==> config.mk <==
export PLATFORM = sky130hd
export DESIGN_NAME = commitUnit
export DESIGN_NICKNAME = d
export VERILOG_FILES = /design/src/robPkg.sv /design/src/redirectPkg.sv /design/src/commitUnit.sv
export SDC_FILE = /design/constraint.sdc
export NUM_CORES = 1
export LEC_CHECK = 0
export BUFFER_PORTS_ARGS = -buffer_cell sky130_fd_sc_hd__buf_2
export CAP_MARGIN = 20
export CORE_ASPECT_RATIO = 1.1
export CORE_MARGIN = 2
export CORE_UTILIZATION = 30
export CTS_BUF_LIST = sky130_fd_sc_hd__clkbuf_8
export DETAILED_ROUTE_END_ITERATION = 8
export HOLD_SLACK_MARGIN = 0.1
export SLEW_MARGIN = 20
export SYNTH_ARGS = -nofsm -noshare
export SYNTH_HDL_FRONTEND = slang
export SYNTH_SLANG_ARGS = --single-unit
export TNS_END_PERCENT = 30
==> constraint.sdc <==
create_clock -name clk -period 3.6 [get_ports clk]
set_input_delay 0.18 -clock clk [delete_from_list [all_inputs] [get_ports clk]]
set_output_delay 0.18 -clock clk [all_outputs]
set_load 0.02 [all_outputs]
==> src/robPkg.sv <==
package robPkg;

    // sequence number, compared through the signed difference
    typedef logic [5:0] SqN;

    typedef enum logic [1:0] {
        flagsNone,
        flagsTrap,
        flagsExcept,
        flagsBrk
    } Flags;

    // one writeback result as delivered by execution
    typedef struct packed {
        logic valid;
        Flags flags;
        logic [6:0] tagDst;
        logic [5:0] nmDst;
        SqN sqN;
        logic [31:0] pc;
        logic isBranch;
        logic branchTaken;
        logic [5:0] branchID;
    } ResultUop;

    // one buffer slot, pc kept as a word address
    typedef struct packed {
        logic valid;
        Flags flags;
        logic [6:0] tagDst;
        logic [5:0] nmDst;
        SqN sqN;
        logic [29:0] pc;
        logic isBranch;
        logic branchTaken;
        logic [5:0] branchID;
    } RobEntry;

    // one retired instruction
    typedef struct packed {
        logic valid;
        Flags flags;
        logic [5:0] nmDst;
        logic [6:0] tagDst;
        SqN sqN;
        logic [29:0] pc;
        logic isBranch;
        logic branchTaken;
        logic [5:0] branchID;
    } CommitUop;

    // true when a is later in program order than b, wraparound safe
    function automatic logic isYounger(SqN a, SqN b);
        SqN diff;
        diff = a - b;
        return $signed(diff) > 0;
    endfunction

endpackage
==> src/redirectPkg.sv <==
package redirectPkg;

    import robPkg::*;

    // discard everything younger than sqN
    typedef struct packed {
        logic valid;
        SqN sqN;
    } Squash;

    // fetch redirect
    typedef struct packed {
        logic taken;
        logic halt;
        logic [31:0] dstPc;
    } Redirect;

    // trap cause
    typedef struct packed {
        Flags flags;
        logic [31:0] src;
        logic [12:0] memAddr;
    } IrqInfo;

endpackage

==> src/commitUnit.sv <==
`timescale 1ns/1ns

module commitUnit
    import robPkg::*;
    import redirectPkg::*;
#(
    parameter int WIDTH = 3
)
(
    input logic clk,
    input logic rst,
    input CommitUop commitUops[WIDTH-1:0],
    input Squash mispredict,
    input logic [31:0] irqAddr,
    input logic [5:0] mapIdx,
    output Squash squash,
    output Redirect redirect,
    output IrqInfo irqInfo,
    output logic [6:0] mapTag,
    output logic [31:0] retired
);

    // committed name to tag map
    logic [6:0] committedMap[64];
    SqN flushSqN;
    logic [31:0] laneCount;

    assign mapTag = committedMap[mapIdx];

    // later lanes are younger and override earlier writes to the same name
    always_ff @(posedge clk) begin
        for (int i = 0; i < WIDTH; i++) begin
            if (commitUops[i].valid &&
                (commitUops[i].flags == flagsNone || commitUops[i].flags == flagsTrap)) begin
                committedMap[commitUops[i].nmDst] <= commitUops[i].tagDst;
            end
        end
    end

    always_comb begin
        laneCount = '0;
        for (int i = 0; i < WIDTH; i++) begin
            laneCount = laneCount + 32'(commitUops[i].valid);
        end
    end

    always_ff @(posedge clk) begin
        if (rst) begin
            retired <= '0;
        end else begin
            retired <= retired + laneCount;
        end
    end

    // flagged entries only ever retire alone, in lane 0
    always_ff @(posedge clk) begin
        if (rst) begin
            redirect.taken <= 1'b0;
            redirect.halt <= 1'b0;
        end else begin
            redirect.taken <= 1'b0;
            redirect.halt <= 1'b0;
            if (commitUops[0].valid && commitUops[0].flags != flagsNone) begin
                redirect.taken <= 1'b1;
                flushSqN <= commitUops[0].sqN;
                if (commitUops[0].flags == flagsBrk) begin
                    // resume after the breakpoint itself
                    redirect.halt <= 1'b1;
                    redirect.dstPc <= {commitUops[0].pc + 30'd1, 2'b00};
                end else begin
                    redirect.dstPc <= irqAddr;
                    irqInfo.flags <= commitUops[0].flags;
                    irqInfo.src <= {commitUops[0].pc, 2'b00};
                    // name and branch fields carry the faulting address segment
                    irqInfo.memAddr <= {commitUops[0].nmDst, commitUops[0].branchTaken,
                                        commitUops[0].branchID};
                end
            end
        end
    end

    // merge own flush with the external mispredict, older sqN wins
    always_comb begin
        squash = mispredict;
        if (redirect.taken && !(mispredict.valid && isYounger(flushSqN, mispredict.sqN))) begin
            squash.valid = 1'b1;
            squash.sqN = flushSqN;
        end
    end

endmodule

==> Yosys cells after proc, flatten, opt, wreduce, memory -nomap -nowiden <==
Memory sizes are Yosys's and may differ from the RTL's.
Cells that the tools add are included.
{ "totals": {"n_memories": 1, "ff_bits": 117, "ramBits": 448, "in_bits": 227, "output_inout_bits": 127} }
{ "memory_table": {"columns": ["memory", "depth", "word_bits", "read_ports", "rd_clocked_by_memory_dff", "wr", "line_no", "rtl"], "rows": [
  ["committedMap", 64, 7, 1, 0, 3, "commitUnit.sv:24", "logic [6:0] committedMap[64];"]
]} }
{ "op_classes": {"n_eq_ne": 4, "n_lt_le_gt_ge": 1, "bitwise": 3, "n_mux": 10, "n_addsub": 5, "n_reduce_logical": 17} }
{ "op_table": {"columns": ["op", "count"], "rows": [
  ["34-bit 2-to-1 mux", 1],
  ["32-bit by 3-bit adder with 32-bit output", 1],
  ["32-bit 2-to-1 mux", 1],
  ["30-bit by 1-bit adder with 30-bit output (second input constant)", 1],
  ["1-bit 2-to-1 mux", 7],
  ["7-bit 2-to-1 mux", 1],
  ["2-bit by 1-bit == test with 1-bit output (second input constant)", 3],
  ["6-bit by 1-bit greater-than comparator with 1-bit output (second input constant)", 1],
  ["1-bit logical AND", 6],
  ["2-bit logical NOT", 3],
  ["6-bit subtractor", 1],
  ["2-bit by 1-bit adder with 3-bit output", 1],
  ["1-bit logical OR", 3],
  ["1-bit NOT", 3],
  ["3-bit AND reduction", 1],
  ["1-bit by 1-bit adder with 2-bit output", 1],
  ["2-bit == test (second input constant)", 1],
  ["2-bit AND reduction", 1],
  ["2-bit nonzero test", 1],
  ["2-bit OR reduction", 1],
  ["1-bit logical NOT", 1]
]} }

==> Depth between registers and ports, before layout <==
{ "logic_depth": {"depth_word": 6, "depth_mapped": 10, "depth_no_buf": 10} }

==> Worst setup path after synthesis <==
No wires, ideal clock.
{ "synth_path": {"path_kind": "input port to flip-flop", "start": "in rst", "end": "reg irqInfo[0] (netlist bit) (enable)", "arrival_ps": 3272, "cell_stages": 3, "slack_ps": -78, "t_required_ps": 3193, "path_buffers": 0, "path_cell_list": "nand2b_1 > nor2_1 > and2_1"} }
{ "synth_via": {"elab_chain_cells": 2} }
{ "synth_lines": {"columns": ["element", "line_no", "rtl"], "rows": [
  ["start: declaration", "commitUnit.sv:11", "input logic rst,"],
  ["1-bit NOT (no line)", null, null],
  ["3-bit AND reduction (no line)", null, null],
  ["end: declaration", "commitUnit.sv:18", "output IrqInfo irqInfo,"]
]} }
Every way passes these cells.
A chain may end at the register's enable or synchronous reset.

==> out/results.txt <==
Gate Count Post-Synth: 3070
Startpoint type of the worst setup path: flop
Mean number of vias per cell: 5.38
Fin crit share: 99.2%
Met1 WL: 48000 um
Total routed wirelength: 121000 um
Sort of element at the end of the critical path: output pin
Arrival time reported for the critical path endpoint: 3.39 ns
Cell area power density: 379 mW/mm^2
Maximum number of pins on one net before global-route repair: 65
Fraction of the mapped netlist area in compound gates: 9.98%
Average cell area after synthesis: 10.9 sq um
Post-placement worst setup slack: 0.240 ns
Total routing resource utilization after global routing: 20.6%
Area share of the leading cell type in the synthesized netlist: 47.5%
Number of top-level design ports: 354
Layout-stage area growth over the synthesis result: 18.0%
Top_reg_cell synth: sky130_fd_sc_hd__edfxtp_1
Layout cells sized above 1: 21.8%
Die width: 323 um
Source of the critical timing path: flushSqN[0]
Detailed-placement wirelength estimate: 77800 um
Routed wirelength normalized by instance count: 24.4 um
Leakage Power: 0.0151 uW
Clock Latency Late Sink: 0.72 ns
XOR/XNOR share of the synthesized area: 1.56%
Outcome: completed
Core Rows: 128
Fin Clk Skew: 0.0113 ns
Min setup slack post-route: 0.0274 ns
Library cell occupying the most area in the post-synthesis netlist: sky130_fd_sc_hd__edfxtp_1
Crit Reg-Reg Startpoint: retired[0]
Max Clk Rate: 280 MHz
Tightest Hold Check Type: in -> reg
FF+latch count, synth: 565
Antenna violations before repair: 10
Setup violators final: 0
Number of clock sinks: 565
Area of all placed cells without fillers: 0.0396 sq mm
Multiplexer share of the synthesized area: 21.5%
Vias: 26.7k
Top-count cell post-synth: sky130_fd_sc_hd__edfxtp_1
Port buffer count: 260
Chip Height: 355 um
Post-synth EDFFs: 531
Largest family of logic cells by synthesized area: multiplexers
Max Used Layer: met5
Post-CTS clock slew at the launch and capture registers of the worst setup and hold paths: 0.07 ns
Full die area: 0.115 sq mm
Cts bufs inserted: 100
Largest fanout on the critical path: 4
Top cell types by occurrence after synthesis: sky130_fd_sc_hd__edfxtp_1, sky130_fd_sc_hd__mux2i_1, sky130_fd_sc_hd__nand2_1, sky130_fd_sc_hd__nor2_1, sky130_fd_sc_hd__a21oi_1
Tightest Pin Transition: 1.20 ns
Total standard cell area after synthesis: 0.0336 sq mm
Async set-reset flop share out of synthesis: 0%
Total grt overflow: 0
Antenna Nets Post-Route: 0
Number of endpoints with negative hold slack in the final report: 0
Count of pins over their slew limit: 0
Final RePlAce weighted congestion: 0.908
Final instance count without filler cells: 4967
Vias in the first global route: 26.0k
Met2 routed wirelength: 54500 um
Arithmetic-cell share of the synthesized area counting full adders, half adders and majority gates: 0.477%
Layout net count: 3628
Area fraction in and, or, nand and nor cells after synthesis: 13.1%
Crit path time final: 3.57 ns
Sequential fraction of the synthesis area: 49.5%
Post-detailed-placement cell area: 0.0368 sq mm
WS Path Type: reg -> out
Max-cap check violation count: 0
Worst-case headroom to the max-slew limit: 20.0%
Required @ worst endpoint: 3.42 ns
TritonCTS clock tree: done
Top cells by area, synth: sky130_fd_sc_hd__edfxtp_1, sky130_fd_sc_hd__mux2i_1, sky130_fd_sc_hd__mux4_2
Peak VDD IR: 0.281 mV
Number of H-tree branching levels: 3
Post-Place Cells: 4683
Routed wire length on met3: 12600 um
RSZ-0062 raised after global routing: true
Yosys warnings: 0
Worst Hold Launch: commitUops[5]
Detailed Route Iter0 Violations: 2719
Largest buffer count on any clock path: 3
Global-route wire length before repair: 176000 um
Placeable Area: 0.111 sq mm
Effective utilization at floorplan: 30.3%
First-pass detailed-route iteration total: 6
Utilization after layout: 35.7%
Number of different library cells in the post-synthesis netlist: 67
Post-layout total power: 15000 uW
Clock tree root buffer cell: sky130_fd_sc_hd__clkbuf_8
DRC viols: 0
## report_power, final
group	switching, uW	internal, uW
clock network	2880	2730
registers	48.5	7330
logic	1300	716
## cell usage in the layout (no fill, tap or decap), types with 9 or more instances in the layout
cell type and instances:
sky130_fd_sc_hd__edfxtp_1 531, sky130_fd_sc_hd__mux2i_1 457, sky130_fd_sc_hd__nand2_1 372, sky130_fd_sc_hd__nor2_1 334, sky130_fd_sc_hd__buf_2 251, sky130_fd_sc_hd__a21oi_1 241
sky130_fd_sc_hd__o21ai_0 194, sky130_fd_sc_hd__buf_4 146, sky130_fd_sc_hd__mux4_2 112, sky130_fd_sc_hd__clkbuf_8 103, sky130_fd_sc_hd__dlygate4sd3_1 96, sky130_fd_sc_hd__nand3_1 66
sky130_fd_sc_hd__o21ai_1 60, sky130_fd_sc_hd__inv_1 44, sky130_fd_sc_hd__dfxtp_1 34, sky130_fd_sc_hd__xor2_1 32, sky130_fd_sc_hd__o21ai_2 28, sky130_fd_sc_hd__xnor2_1 28
sky130_fd_sc_hd__a211o_1 26, sky130_fd_sc_hd__clkinv_1 26, sky130_fd_sc_hd__nor2_2 18, sky130_fd_sc_hd__and3_1 17, sky130_fd_sc_hd__nor2b_1 15, sky130_fd_sc_hd__nand3b_1 12
sky130_fd_sc_hd__clkinv_2 11, sky130_fd_sc_hd__nor3b_1 10, sky130_fd_sc_hd__nor3_1 10, sky130_fd_sc_hd__a22oi_1 10, sky130_fd_sc_hd__nand4_1 10, sky130_fd_sc_hd__nand2_2 9
sky130_fd_sc_hd__and2_1 9, sky130_fd_sc_hd__buf_12 9
## final timing paths
path,endpoint,slack [ns],cells after the start
setup reg to reg,retired[28],0.79,10
setup / recovery,squash[5],0.03,12
hold / removal,irqInfo[5],0.17,2
hold reg to reg,retired[4],0.51,2
## cell families after synthesis
kind of cell | Yosys count
and+or+nand+nor | 952
AOI/OAI and AO/OA | 595
muxes | 579
DFF | 565
buffers and inverters | 307
xor gates and xnor gates | 60
adders and majority gates | 11
other | 1
## area by class of cell
cell class	count	area, sq um
clock inverter	77	370
multi-input combinational	2199	15700
tap	1495	1870
clock buffer	103	1420
antenna	4	10.0
timing repair buffer	509	3570
fill	10900	71300
sequential	565	16600
inverter	15	56.3
## stage by stage
| stage | hold slack [ns] | TNS [ns] |
|---|---|---|
| 6_report | 0.169 | 0 |
| 5_1_grt | 0.160 | -0.603 |
| 4_1_cts | 0.113 | 0 |
| 3_5_place_dp | 0.358 | 0 |
| 3_3_place_gp | 0.357 | 0 |
| 2_1_floorplan | 0.249 | 0 |
## worst max-delay path, cell delays in order, from the launching register on
cell and delay [ns]:
sky130_fd_sc_hd__edfxtp_1 0.40, sky130_fd_sc_hd__inv_1 0.08, sky130_fd_sc_hd__ha_2 0.18, sky130_fd_sc_hd__inv_2 0.04
sky130_fd_sc_hd__fa_2 0.39, sky130_fd_sc_hd__a21o_1 0.18, sky130_fd_sc_hd__a21oi_2 0.12, sky130_fd_sc_hd__xnor2_1 0.14
sky130_fd_sc_hd__o31ai_2 0.11, sky130_fd_sc_hd__o41ai_4 0.37, sky130_fd_sc_hd__buf_4 0.21, sky130_fd_sc_hd__mux2_4 0.32
sky130_fd_sc_hd__buf_6 0.14
## flip-flops by register name, indices dropped and copies added, names as in the netlist
signal,flops
committedMap,448
flushSqN,6
irqInfo,45
redirect,34
retired,32
## what timing repair did
| item | CTS | global route |
|---|---|---|
| endpoints found under the setup margin | 7 | 7 |
| setup buffers | 3 | 1 |
| endpoints found under the hold margin | 124 | 0 |
| pin swaps | 1 | 6 |
| hold buffers | 96 | 0 |
| gates resized for setup | 7 | 20 |
## metal layers
layer | global-route usage [%] | up-vias
li1 | - | 11900
met1 | 26.9 | 12900
met2 | 32.2 | 1546
met3 | 4.80 | 311
met4 | 10.1 | 8
met5 | 0 | -
(Power assumes the default switching activity.)
