--- config.mk ---
export PLATFORM = sky130hd
export DESIGN_NAME = resultStage
export DESIGN_NICKNAME = d
export VERILOG_FILES = /design/src/robPkg.sv /design/src/redirectPkg.sv /design/src/resultStage.sv
export SDC_FILE = /design/constraint.sdc
export NUM_CORES = 1
export LEC_CHECK = 0
export ABC_AREA = 1
export BUFFER_PORTS_ARGS = -buffer_cell sky130_fd_sc_hd__buf_2
export CAP_MARGIN = 25
export CORE_AREA = 2 2 153 155
export CTS_CLUSTER_DIAMETER = 40
export DETAILED_ROUTE_END_ITERATION = 10
export DIE_AREA = 0 0 155 157
export GPL_TIMING_DRIVEN = 0
export PLACE_DENSITY_LB_ADDON = 0.1
export SYNTH_ARGS = -nofsm -noshare
export SYNTH_HDL_FRONTEND = slang
export SYNTH_SLANG_ARGS = --single-unit
--- constraint.sdc ---
create_clock -name clk -period 4.73 [get_ports clk]
set_input_delay 0.7095 -clock clk [delete_from_list [all_inputs] [get_ports clk]]
set_output_delay 0.7095 -clock clk [all_outputs]
set_load 0.01 [all_outputs]
--- src/robPkg.sv ---
package robPkg;

    // sequence number, compared through the signed difference
    typedef logic [5:0] SqN;

    typedef enum logic [1:0] {
        flagsNone,
        flagsTrap,
        flagsExcept,
        flagsBrk
    } Flags;

    // one writeback result as delivered by execution
    typedef struct packed {
        logic valid;
        Flags flags;
        logic [6:0] tagDst;
        logic [5:0] nmDst;
        SqN sqN;
        logic [31:0] pc;
        logic isBranch;
        logic branchTaken;
        logic [5:0] branchID;
    } ResultUop;

    // one buffer slot, pc kept as a word address
    typedef struct packed {
        logic valid;
        Flags flags;
        logic [6:0] tagDst;
        logic [5:0] nmDst;
        SqN sqN;
        logic [29:0] pc;
        logic isBranch;
        logic branchTaken;
        logic [5:0] branchID;
    } RobEntry;

    // one retired instruction
    typedef struct packed {
        logic valid;
        Flags flags;
        logic [5:0] nmDst;
        logic [6:0] tagDst;
        SqN sqN;
        logic [29:0] pc;
        logic isBranch;
        logic branchTaken;
        logic [5:0] branchID;
    } CommitUop;

    // true when a is later in program order than b, wraparound safe
    function automatic logic isYounger(SqN a, SqN b);
        SqN diff;
        diff = a - b;
        return $signed(diff) > 0;
    endfunction

endpackage
--- src/redirectPkg.sv ---
package redirectPkg;

    import robPkg::*;

    // discard everything younger than sqN
    typedef struct packed {
        logic valid;
        SqN sqN;
    } Squash;

    // fetch redirect
    typedef struct packed {
        logic taken;
        logic halt;
        logic [31:0] dstPc;
    } Redirect;

    // trap cause
    typedef struct packed {
        Flags flags;
        logic [31:0] src;
        logic [12:0] memAddr;
    } IrqInfo;

endpackage

--- src/resultStage.sv ---
`timescale 1ns/1ns

module resultStage
    import robPkg::*;
    import redirectPkg::*;
#(
    parameter int WIDTH_WB = 3
)
(
    input logic clk,
    input logic rst,
    input ResultUop resultIn[WIDTH_WB-1:0],
    input Squash squash,
    output ResultUop stagedUops[WIDTH_WB-1:0]
);

    ResultUop laneReg[WIDTH_WB-1:0];

    // true when the squash in this cycle kills a result with this sqN
    function automatic logic killed(SqN sqN);
        return squash.valid && isYounger(sqN, squash.sqN);
    endfunction

    always_ff @(posedge clk) begin
        if (rst) begin
            for (int i = 0; i < WIDTH_WB; i++) begin
                laneReg[i].valid <= 1'b0;
            end
        end else begin
            for (int i = 0; i < WIDTH_WB; i++) begin
                laneReg[i] <= resultIn[i];
                // stale on arrival
                laneReg[i].valid <= resultIn[i].valid && !killed(resultIn[i].sqN);
            end
        end
    end

    // a squash can also hit a result while it sits in the register
    always_comb begin
        for (int i = 0; i < WIDTH_WB; i++) begin
            stagedUops[i] = laneReg[i];
            stagedUops[i].valid = laneReg[i].valid && !killed(laneReg[i].sqN);
        end
    end

endmodule

; Word level (Yosys, flattened, before mapping)
; Memories as Yosys holds them, arrays and structs flattened.
; Cells that the tools add are included.
[totals]
ff_bits = 0
latch_bits = 0
ram_bits = 186
romBits = 0
word_cells = 46
mem_count = 1
[mem_list]
columns = memory, words, width, read_ports, rd_ports_with_merged_regs, write_ports, line
row1 = laneReg, 3, 62, 3, 0, 3, resultStage.sv:17  ; ResultUop laneReg[WIDTH_WB-1:0];
[classes]
addsub = 6
multipliers = 0
div = 0
order_cmp = 6
n_eq_ne = 0
shifts = 0
muxes = 9
bitwise = 6
n_reduce_logical = 18
[ops]
columns = cell, count
row1 = 6-bit by 1-bit greater-than comparator with 1-bit output (second input constant), 6
row2 = 6-bit subtractor, 6
row3 = 1-bit logical AND, 12
row4 = 1-bit 2-to-1 mux, 9
row5 = 1-bit logical NOT, 6
row6 = 1-bit bitwise OR, 6

; Logic depth before layout (Yosys ltp)
; Gate-level depths: netlist of run 1.
[depth]
ltp_word = 6
ltp_mapped = 12
depth_no_buf = 12

; Least setup slack after synthesis of run 1
; No wires, ideal clock.
[synth_timing]
kind = input port to flip-flop
startpoint = in rst
endpoint = mem laneReg[0][0] (netlist name) (enable)
t_arrival_ps = 4451
required_ps = 4192
path_slack_ps = -259
stages = 2
path_buffers = 1
cell_sequence = buf_2 inv_1
[synth_lines]
columns = element, line
row1 = start: declaration, resultStage.sv:11  ; input logic rst,
row2 = end: declaration, resultStage.sv:17

==> impl_metrics.csv, run 1 <==
group,metric,value,unit
outcome,status,"complete, no violations",
routing,met1_length,8980,um
sta,slew_headroom,54.6,%
synthesis,count_of_unique_library_cells_instantiated_by_yosys,16,
routing,route.top_layer_used,"met5",
die,floorplan_core_area,22500,sq um
cts,cts-resized-gates,0,
pwr,pwr_density_cell,324,nW/um^2
routing,drc_violations,0,
synthesis,post_synth_and_or_nand_nor_area_fraction,14.8,%
pwr,swShare,27.5,%
die,die_height,157,um
cts,clk_pin_slew_worst_paths,0.08,ns
global_routing,first_global_vias,7089,
synthesis,synth.net_count,1292,
sta,fin_crit,3.27,ns
die,placement_rows,55,
pwr,power_leakage,0.00700,uW
global_routing,gr_ovfl_total,0,
synthesis,ys_ff_latch,186,
pwr,intPower,3060,uW
cts,post-cts-setup-buffer-count,0,
sta,final.hold.worst_slack,0.500,ns
sta,final_clock_period_utilization_by_the_worst_path,69.1,%
global_routing,groute.usage.overall,19.5,%
layout,finalNetCount,1695,
synthesis,post_synth_main_area_contributors,"sky130_fd_sc_hd__edfxtp_1 (55%), sky130_fd_sc_hd__buf_4 (14%), sky130_fd_sc_hd__inv_1 (9.4%)",
layout,layout_fillers,2102,
synthesis,synth_enable_flop_cells,183,
placed_design,port_buffers,379,
sta,final-max-slew-violation-count,0,
routing,drt-total-wl,24000,um
sta,max_frequency,306,MHz
synthesis,netlist.top_cell.by_area,"sky130_fd_sc_hd__edfxtp_1",
layout,layout-drive-gt1-share,42.4,%
global_routing,wire_length_of_the_first_global_routing_pass,36300,um
cts,clock-root-buffer,"sky130_fd_sc_hd__clkbuf_16",
pwr,power.share.sequential,47.2,%
routing,detail_route.vias_per_cell,4.23,
synthesis,yosysMostFrequentCell,"sky130_fd_sc_hd__inv_1",
layout,top_register,"laneReg",
cts,cts_inserted_buffers,17,
pwr,power.ir.vdd_worst,0.000217,V
synthesis,fraction_of_registers_with_async_set_reset,0,%
die,die_w,155,um
cts,post_cts_hold_buffer_count,0,
flow_run,maxCapViolCount,0,
sta,final-hold-violation-count,0,
setup_path,slowest_delay,0.51,ns
cts,clockBufferDepth,2,
min_path,hold_class,"primary input to flip-flop",
cts,clock_tree_from_tritoncts,"yes",
pwr,power.share.clock,34.0,%
sta,worst_pin_slew,0.680,ns
layout,area_growth,29.6,%
synthesis,synth_top_family_by_area,"buffers and inverters",
setup_path,timing.critical_path.cells,"buf_2 -> inv_1 -> fa_1 -> inv_1 -> nand2_1 -> nor2_1 -> nand3_1 -> nor2_1 -> nor2_1 -> nor2_1 -> buf_2",
synthesis,post_synth_fa_ha_maj_area_fraction,4.94,%
pwr,power.switching,1160,uW
setup_path,worstSetupPathType,"primary input to primary output",
routing,antenna_left,0,
die,boundaryPins,381,
sta,timing.setup.tns,0,ns
die,design.die.area,24300,sq um
placed_design,finalWeightedCongestion,0.819,
setup_path,cpMostUsedCell,"sky130_fd_sc_hd__nor2_1",
placed_design,dpl.hpwl,18700,um
setup_path,startpoint_type,"primary input",
layout,flip_flop_count_of_the_largest_register_after_layout,186,
global_routing,largest_net_degree_at_the_start_of_global_routing,43,
pwr,power_frac_comb,18.9,%
synthesis,avgSynthCellArea,9.46,sq um
setup_path,critical_path_arrival,2.56,ns
synthesis,synth_sequential_area_ratio,55.4,%
synthesis,area_fraction_in_compound_gates_after_synthesis,0.499,%
routing,detailroute.wirelength.met3,2280,um
cts,numClockSinks,186,
synthesis,synthMuxAreaShare,0,%
sta,setup-violations-final,0,
cts,h-tree-depth,4,
layout,largestRegisters,"laneReg x186",
synthesis,post_synth_xor_area_fraction,0.175,%
synthesis,synth-warning-count,0,
sta,setup_repair_after_global_routing_missed_its_margin,"no",
synthesis,synth_top_cell_area_share,54.8,%
setup_path,worst-endpoint-required,4.02,ns
routing,routedWlPerCell,13.6,um
die,start_util,44.6,%
routing,drt_first_iter_violations,396,
synthesis,cell_area_after_synthesis,10000,sq um
synthesis,syn-instance-count,1061,
synthesis,postSynth.topFlopCell,"sky130_fd_sc_hd__edfxtp_1",
routing,vias,7474,
routing,drt_pre_antenna_iters,5,
setup_path,critical_path.max_fanout,12,
global_routing,antenna_found_initial,6,
routing,met2RoutedLength,12200,um
setup_path,endpoint_kind,"primary output",
setup_path,timing.critical_path.slowest_stage_cell,"sky130_fd_sc_hd__fa_1",
synthesis,netlist_top_cells_count,"sky130_fd_sc_hd__inv_1 (251), sky130_fd_sc_hd__nor2_1 (218), sky130_fd_sc_hd__buf_4 (183), sky130_fd_sc_hd__edfxtp_1 (183), sky130_fd_sc_hd__nand2_1 (99)",
==> per-layer routing <==
metal / track usage (%) / vias up
li1: - / 3849
met2: 34.6 / 290
met1: 21.5 / 3302
met3: 7.24 / 31
met5: 0 / -
met4: 7.14 / 2
==> layout by cell type, fill, tap and decap left out, types with 3 or more instances in the layout <==
cell type / Yosys / routed
sky130_fd_sc_hd__clkbuf_16: 0 / 17
sky130_fd_sc_hd__nand3_2: 5 / 5
sky130_fd_sc_hd__clkinv_8: 0 / 6
sky130_fd_sc_hd__edfxtp_1: 183 / 183
sky130_fd_sc_hd__inv_1: 251 / 250
sky130_fd_sc_hd__buf_4: 183 / 183
sky130_fd_sc_hd__nand4_1: 8 / 8
sky130_fd_sc_hd__diode_2: 0 / 5
sky130_fd_sc_hd__dfxtp_1: 3 / 3
sky130_fd_sc_hd__nand3_1: 39 / 39
sky130_fd_sc_hd__buf_12: 0 / 5
sky130_fd_sc_hd__nor2_1: 218 / 218
sky130_fd_sc_hd__a21oi_1: 10 / 10
sky130_fd_sc_hd__buf_2: 18 / 397
sky130_fd_sc_hd__inv_6: 0 / 4
sky130_fd_sc_hd__fa_1: 6 / 6
sky130_fd_sc_hd__inv_2: 4 / 4
sky130_fd_sc_hd__ha_1: 30 / 30
sky130_fd_sc_hd__nand2_1: 99 / 99
==> final cells by class <==
type	instances	area (sq um)	share of cell area, %
timing repair buffer	384	2000	15.4
antenna	5	12.5	0.0962
tap	285	357	2.74
buffer	203	1470	11.3
sequential	186	5560	42.7
multi-input combinational	417	2050	15.8
clock inverter	15	176	1.36
clock buffer	17	425	3.27
inverter	255	961	7.39
==> path summary, 6_finish.rpt <==
path,from,endpoint,slack (ns),cells after the start
max,squash[1],stagedUops[185],1.46,11
min,resultIn[123],laneReg[1][61],0.50,3
==> critical path: cells and delay by family <==
family,cells,cell delay [ns]
buf+inv,4,0.80
simple gates,6,0.53
fa+ha+maj,1,0.51
==> per-stage QoR <==
step | cell area, sq um | worst slack [ns] | power (uW) | util (%) | instances
2_1_floorplan | 10000 | 0.702 | 2530 | - | 1061
6_report | 13000 | 1.46 | 4220 | 57.8 | 1767
5_1_grt | 13000 | 1.25 | 4430 | 57.8 | 1766
4_1_cts | 13000 | 1.36 | 4280 | 57.7 | 1762
3_3_place_gp | 12300 | -0.792 | 2820 | 54.6 | 1725
3_5_place_dp | 12400 | 1.36 | 2830 | 55.1 | 1730
==> cells by family after synthesis <==
group / Yosys count
adder cells (fa/ha/maj): 36
AND/OR/NAND/NOR: 369
flip-flops: 186
XOR/XNOR: 2
buffers and inverters: 458
AO/OA/AOI/OAI: 10
==> power groups by stage <==
stage / Combinational, uW / Sequential, uW / Clock (uW)
final: 796 / 1990 / 1430
after CTS: 808 / 1990 / 1480
after global placement: 783 / 2040 / 0
after floorplan: 503 / 2020 / 0
after detailed placement: 804 / 2030 / 0
after global routing: 892 / 2000 / 1530
Power figures use the tool's default switching activity.
==> inputs of run 2 (changes only) <==
==> constraint.sdc (replaced) <==
create_clock -name clk -period 2.9 [get_ports clk]
set_input_delay 0.435 -clock clk [delete_from_list [all_inputs] [get_ports clk]]
set_output_delay 0.435 -clock clk [all_outputs]
set_load 0.01 [all_outputs]
==> run 2 against run 1 <==
Clock-buffer cell count stayed put. Cell count stayed put. Combinational power is 63% higher. Wire length is 1.4% lower.
==> impl_metrics.csv, run 2 (synthesis gave the netlist of run 1 again) <==
group,metric,value,unit
sta,final_clock_period_utilization_by_the_worst_path,93.2,%
pwr,swShare,27.2,%
cts,post_cts_hold_buffer_count,0,
pwr,pwr_density_cell,526,nW/um^2
min_path,timing.hold.worst.start,"resultIn[123]",
sta,final-max-slew-violation-count,0,
placed_design,instance_count_after_placement_with_tap_cells_included,1730,
pwr,power.share.clock,33.6,%
layout,multi_input_area,2050,sq um
setup_path,startpoint_type,"flip-flop",
global_routing,gr_ovfl_total,0,
die,design.die.area,24300,sq um
routing,drt-total-wl,23600,um
routing,drt_first_iter_violations,336,
pwr,intPower,4980,uW
sta,worst_pin_slew,0.399,ns
flow_run,maxCapViolCount,0,
layout,regArea,5560,sq um
routing,antenna_left,0,
placed_design,port_buffers,379,
pwr,power.share.sequential,47.4,%
routing,drc_violations,0,
layout,layout-drive-gt1-share,42.5,%
cts,cts-resized-gates,0,
min_path,hold_class,"primary input to flip-flop",
setup_path,critical_path.max_fanout,3,
die,start_util,44.6,%
outcome,status,"complete, no violations",
placed_design,finalWeightedCongestion,0.828,
routing,detail_route.vias_per_cell,4.23,
global_routing,largest_net_degree_at_the_start_of_global_routing,43,
sta,setup-violations-final,0,
die,die_height,157,um
layout,layoutNonFillerInstCount,1767,
global_routing,first_global_vias,7206,
sta,final.hold.worst_slack,0.222,ns
layout,most_common_cell_after_layout_fill_and_taps_aside,"sky130_fd_sc_hd__buf_2",
die,placement_rows,55,
routing,routedWlPerCell,13.4,um
routing,drt_pre_antenna_iters,4,
setup_path,worst-endpoint-required,2.47,ns
pwr,power_frac_comb,19.0,%
layout,top_register,"laneReg",
pwr,power.ir.vdd_worst,0.000340,V
cts,h-tree-depth,4,
pwr,finalPower,6840,uW
sta,slew_headroom,73.3,%
pwr,power_leakage,0.00698,uW
cts,clockBufferDepth,2,
global_routing,antenna_found_initial,7,
placed_design,dpl.hpwl,18400,um
setup_path,setup.worst_path.start,"laneReg[0][40]",
routing,vias,7474,
sta,max_frequency,370,MHz
min_path,timing.hold.worst_endpoint,"laneReg[1][61]",
global_routing,groute.usage.overall,19.2,%
cts,clk_pin_slew_worst_paths,0.07,ns
setup_path,worstSetupPathType,"flip-flop to primary output",
setup_path,endpoint_kind,"primary output",
pwr,power.switching,1860,uW
sta,setup_repair_after_global_routing_missed_its_margin,"no",
layout,largestRegisters,"laneReg x186",
cts,cts_inserted_buffers,17,
sta,final-hold-violation-count,0,
cts,clock-root-buffer,"sky130_fd_sc_hd__clkbuf_16",
layout,finalNetCount,1695,
layout,flip_flop_count_of_the_largest_register_after_layout,186,
die,die_w,155,um
setup_path,critical_path_arrival,2.27,ns
global_routing,wire_length_of_the_first_global_routing_pass,35800,um
die,boundaryPins,381,
layout,layout_fillers,2067,
cts,clock_tree_from_tritoncts,"yes",
layout,layout.cells.most_common_list,"sky130_fd_sc_hd__buf_2 (396), sky130_fd_sc_hd__inv_1 (249), sky130_fd_sc_hd__nor2_1 (218)",
cts,numClockSinks,186,
layout,area_growth,29.6,%
sta,fin_crit,2.70,ns
min_path,hold_path_depth,3,
die,floorplan_core_area,22500,sq um
cts,post-cts-setup-buffer-count,0,
layout,layout_utilization,57.8,%
-- run 2: area by class of cell --
class / count / area share (%)
antenna: 6 / 0.115
buffer: 203 / 11.4
clock buffer: 17 / 3.27
clock inverter: 14 / 1.20
inverter: 255 / 7.42
multi-input combinational: 417 / 15.8
sequential: 186 / 42.7
tap: 285 / 2.74
timing repair buffer: 384 / 15.4
-- run 2: stage by stage --
step	area, sq um	setup slack [ns]	setup TNS [ns]
finish	13000	0.198	0
global route	13000	0.0254	0
CTS	13000	0.173	0
detailed placement	12400	0.182	0
global placement	12300	-2.25	-415.09
floorplan	10000	-0.770	-142.00
-- run 2: power by group through the flow --
stage	sequential, uW	combinational (uW)	clock (uW)
after CTS	3250	1320	2340
after detailed placement	3310	1310	0
after global routing	3270	1450	2440
after floorplan	3300	822	0
final	3240	1300	2300
after global placement	3320	1280	0
-- run 2: worst max-delay path by stage --
| stage | cells past startpoint | end | slack, ns |
|---|---|---|---|
| after floorplan | 2 | laneReg[0][0] | -0.77 |
| after global placement | 2 | laneReg[2][26] | -2.25 |
| after detailed placement | 11 | stagedUops[123] | 0.18 |
| after CTS | 12 | stagedUops[61] | 0.17 |
| after global routing | 12 | stagedUops[185] | 0.03 |
| final | 12 | stagedUops[61] | 0.20 |
-- run 2: routing by layer --
layer,global-route usage (%),up-vias,wire [um]
met4,7.85,2,703
met3,7.05,43,2110
li1,-,3849,-
met1,21.4,3308,9070
met5,0,-,16
met2,33.5,272,11700
-- run 2: critical path, stage by stage, from the launching register on --
cell and delay [ns]:
sky130_fd_sc_hd__edfxtp_1 0.44, sky130_fd_sc_hd__inv_1 0.09, sky130_fd_sc_hd__ha_1 0.13, sky130_fd_sc_hd__inv_1 0.06
sky130_fd_sc_hd__fa_1 0.42, sky130_fd_sc_hd__nand3_1 0.13, sky130_fd_sc_hd__nand3_1 0.07, sky130_fd_sc_hd__nand2_1 0.06
sky130_fd_sc_hd__nand3_1 0.08, sky130_fd_sc_hd__nor2_1 0.09, sky130_fd_sc_hd__nor2_1 0.05, sky130_fd_sc_hd__nor2_1 0.07
sky130_fd_sc_hd__buf_2 0.15
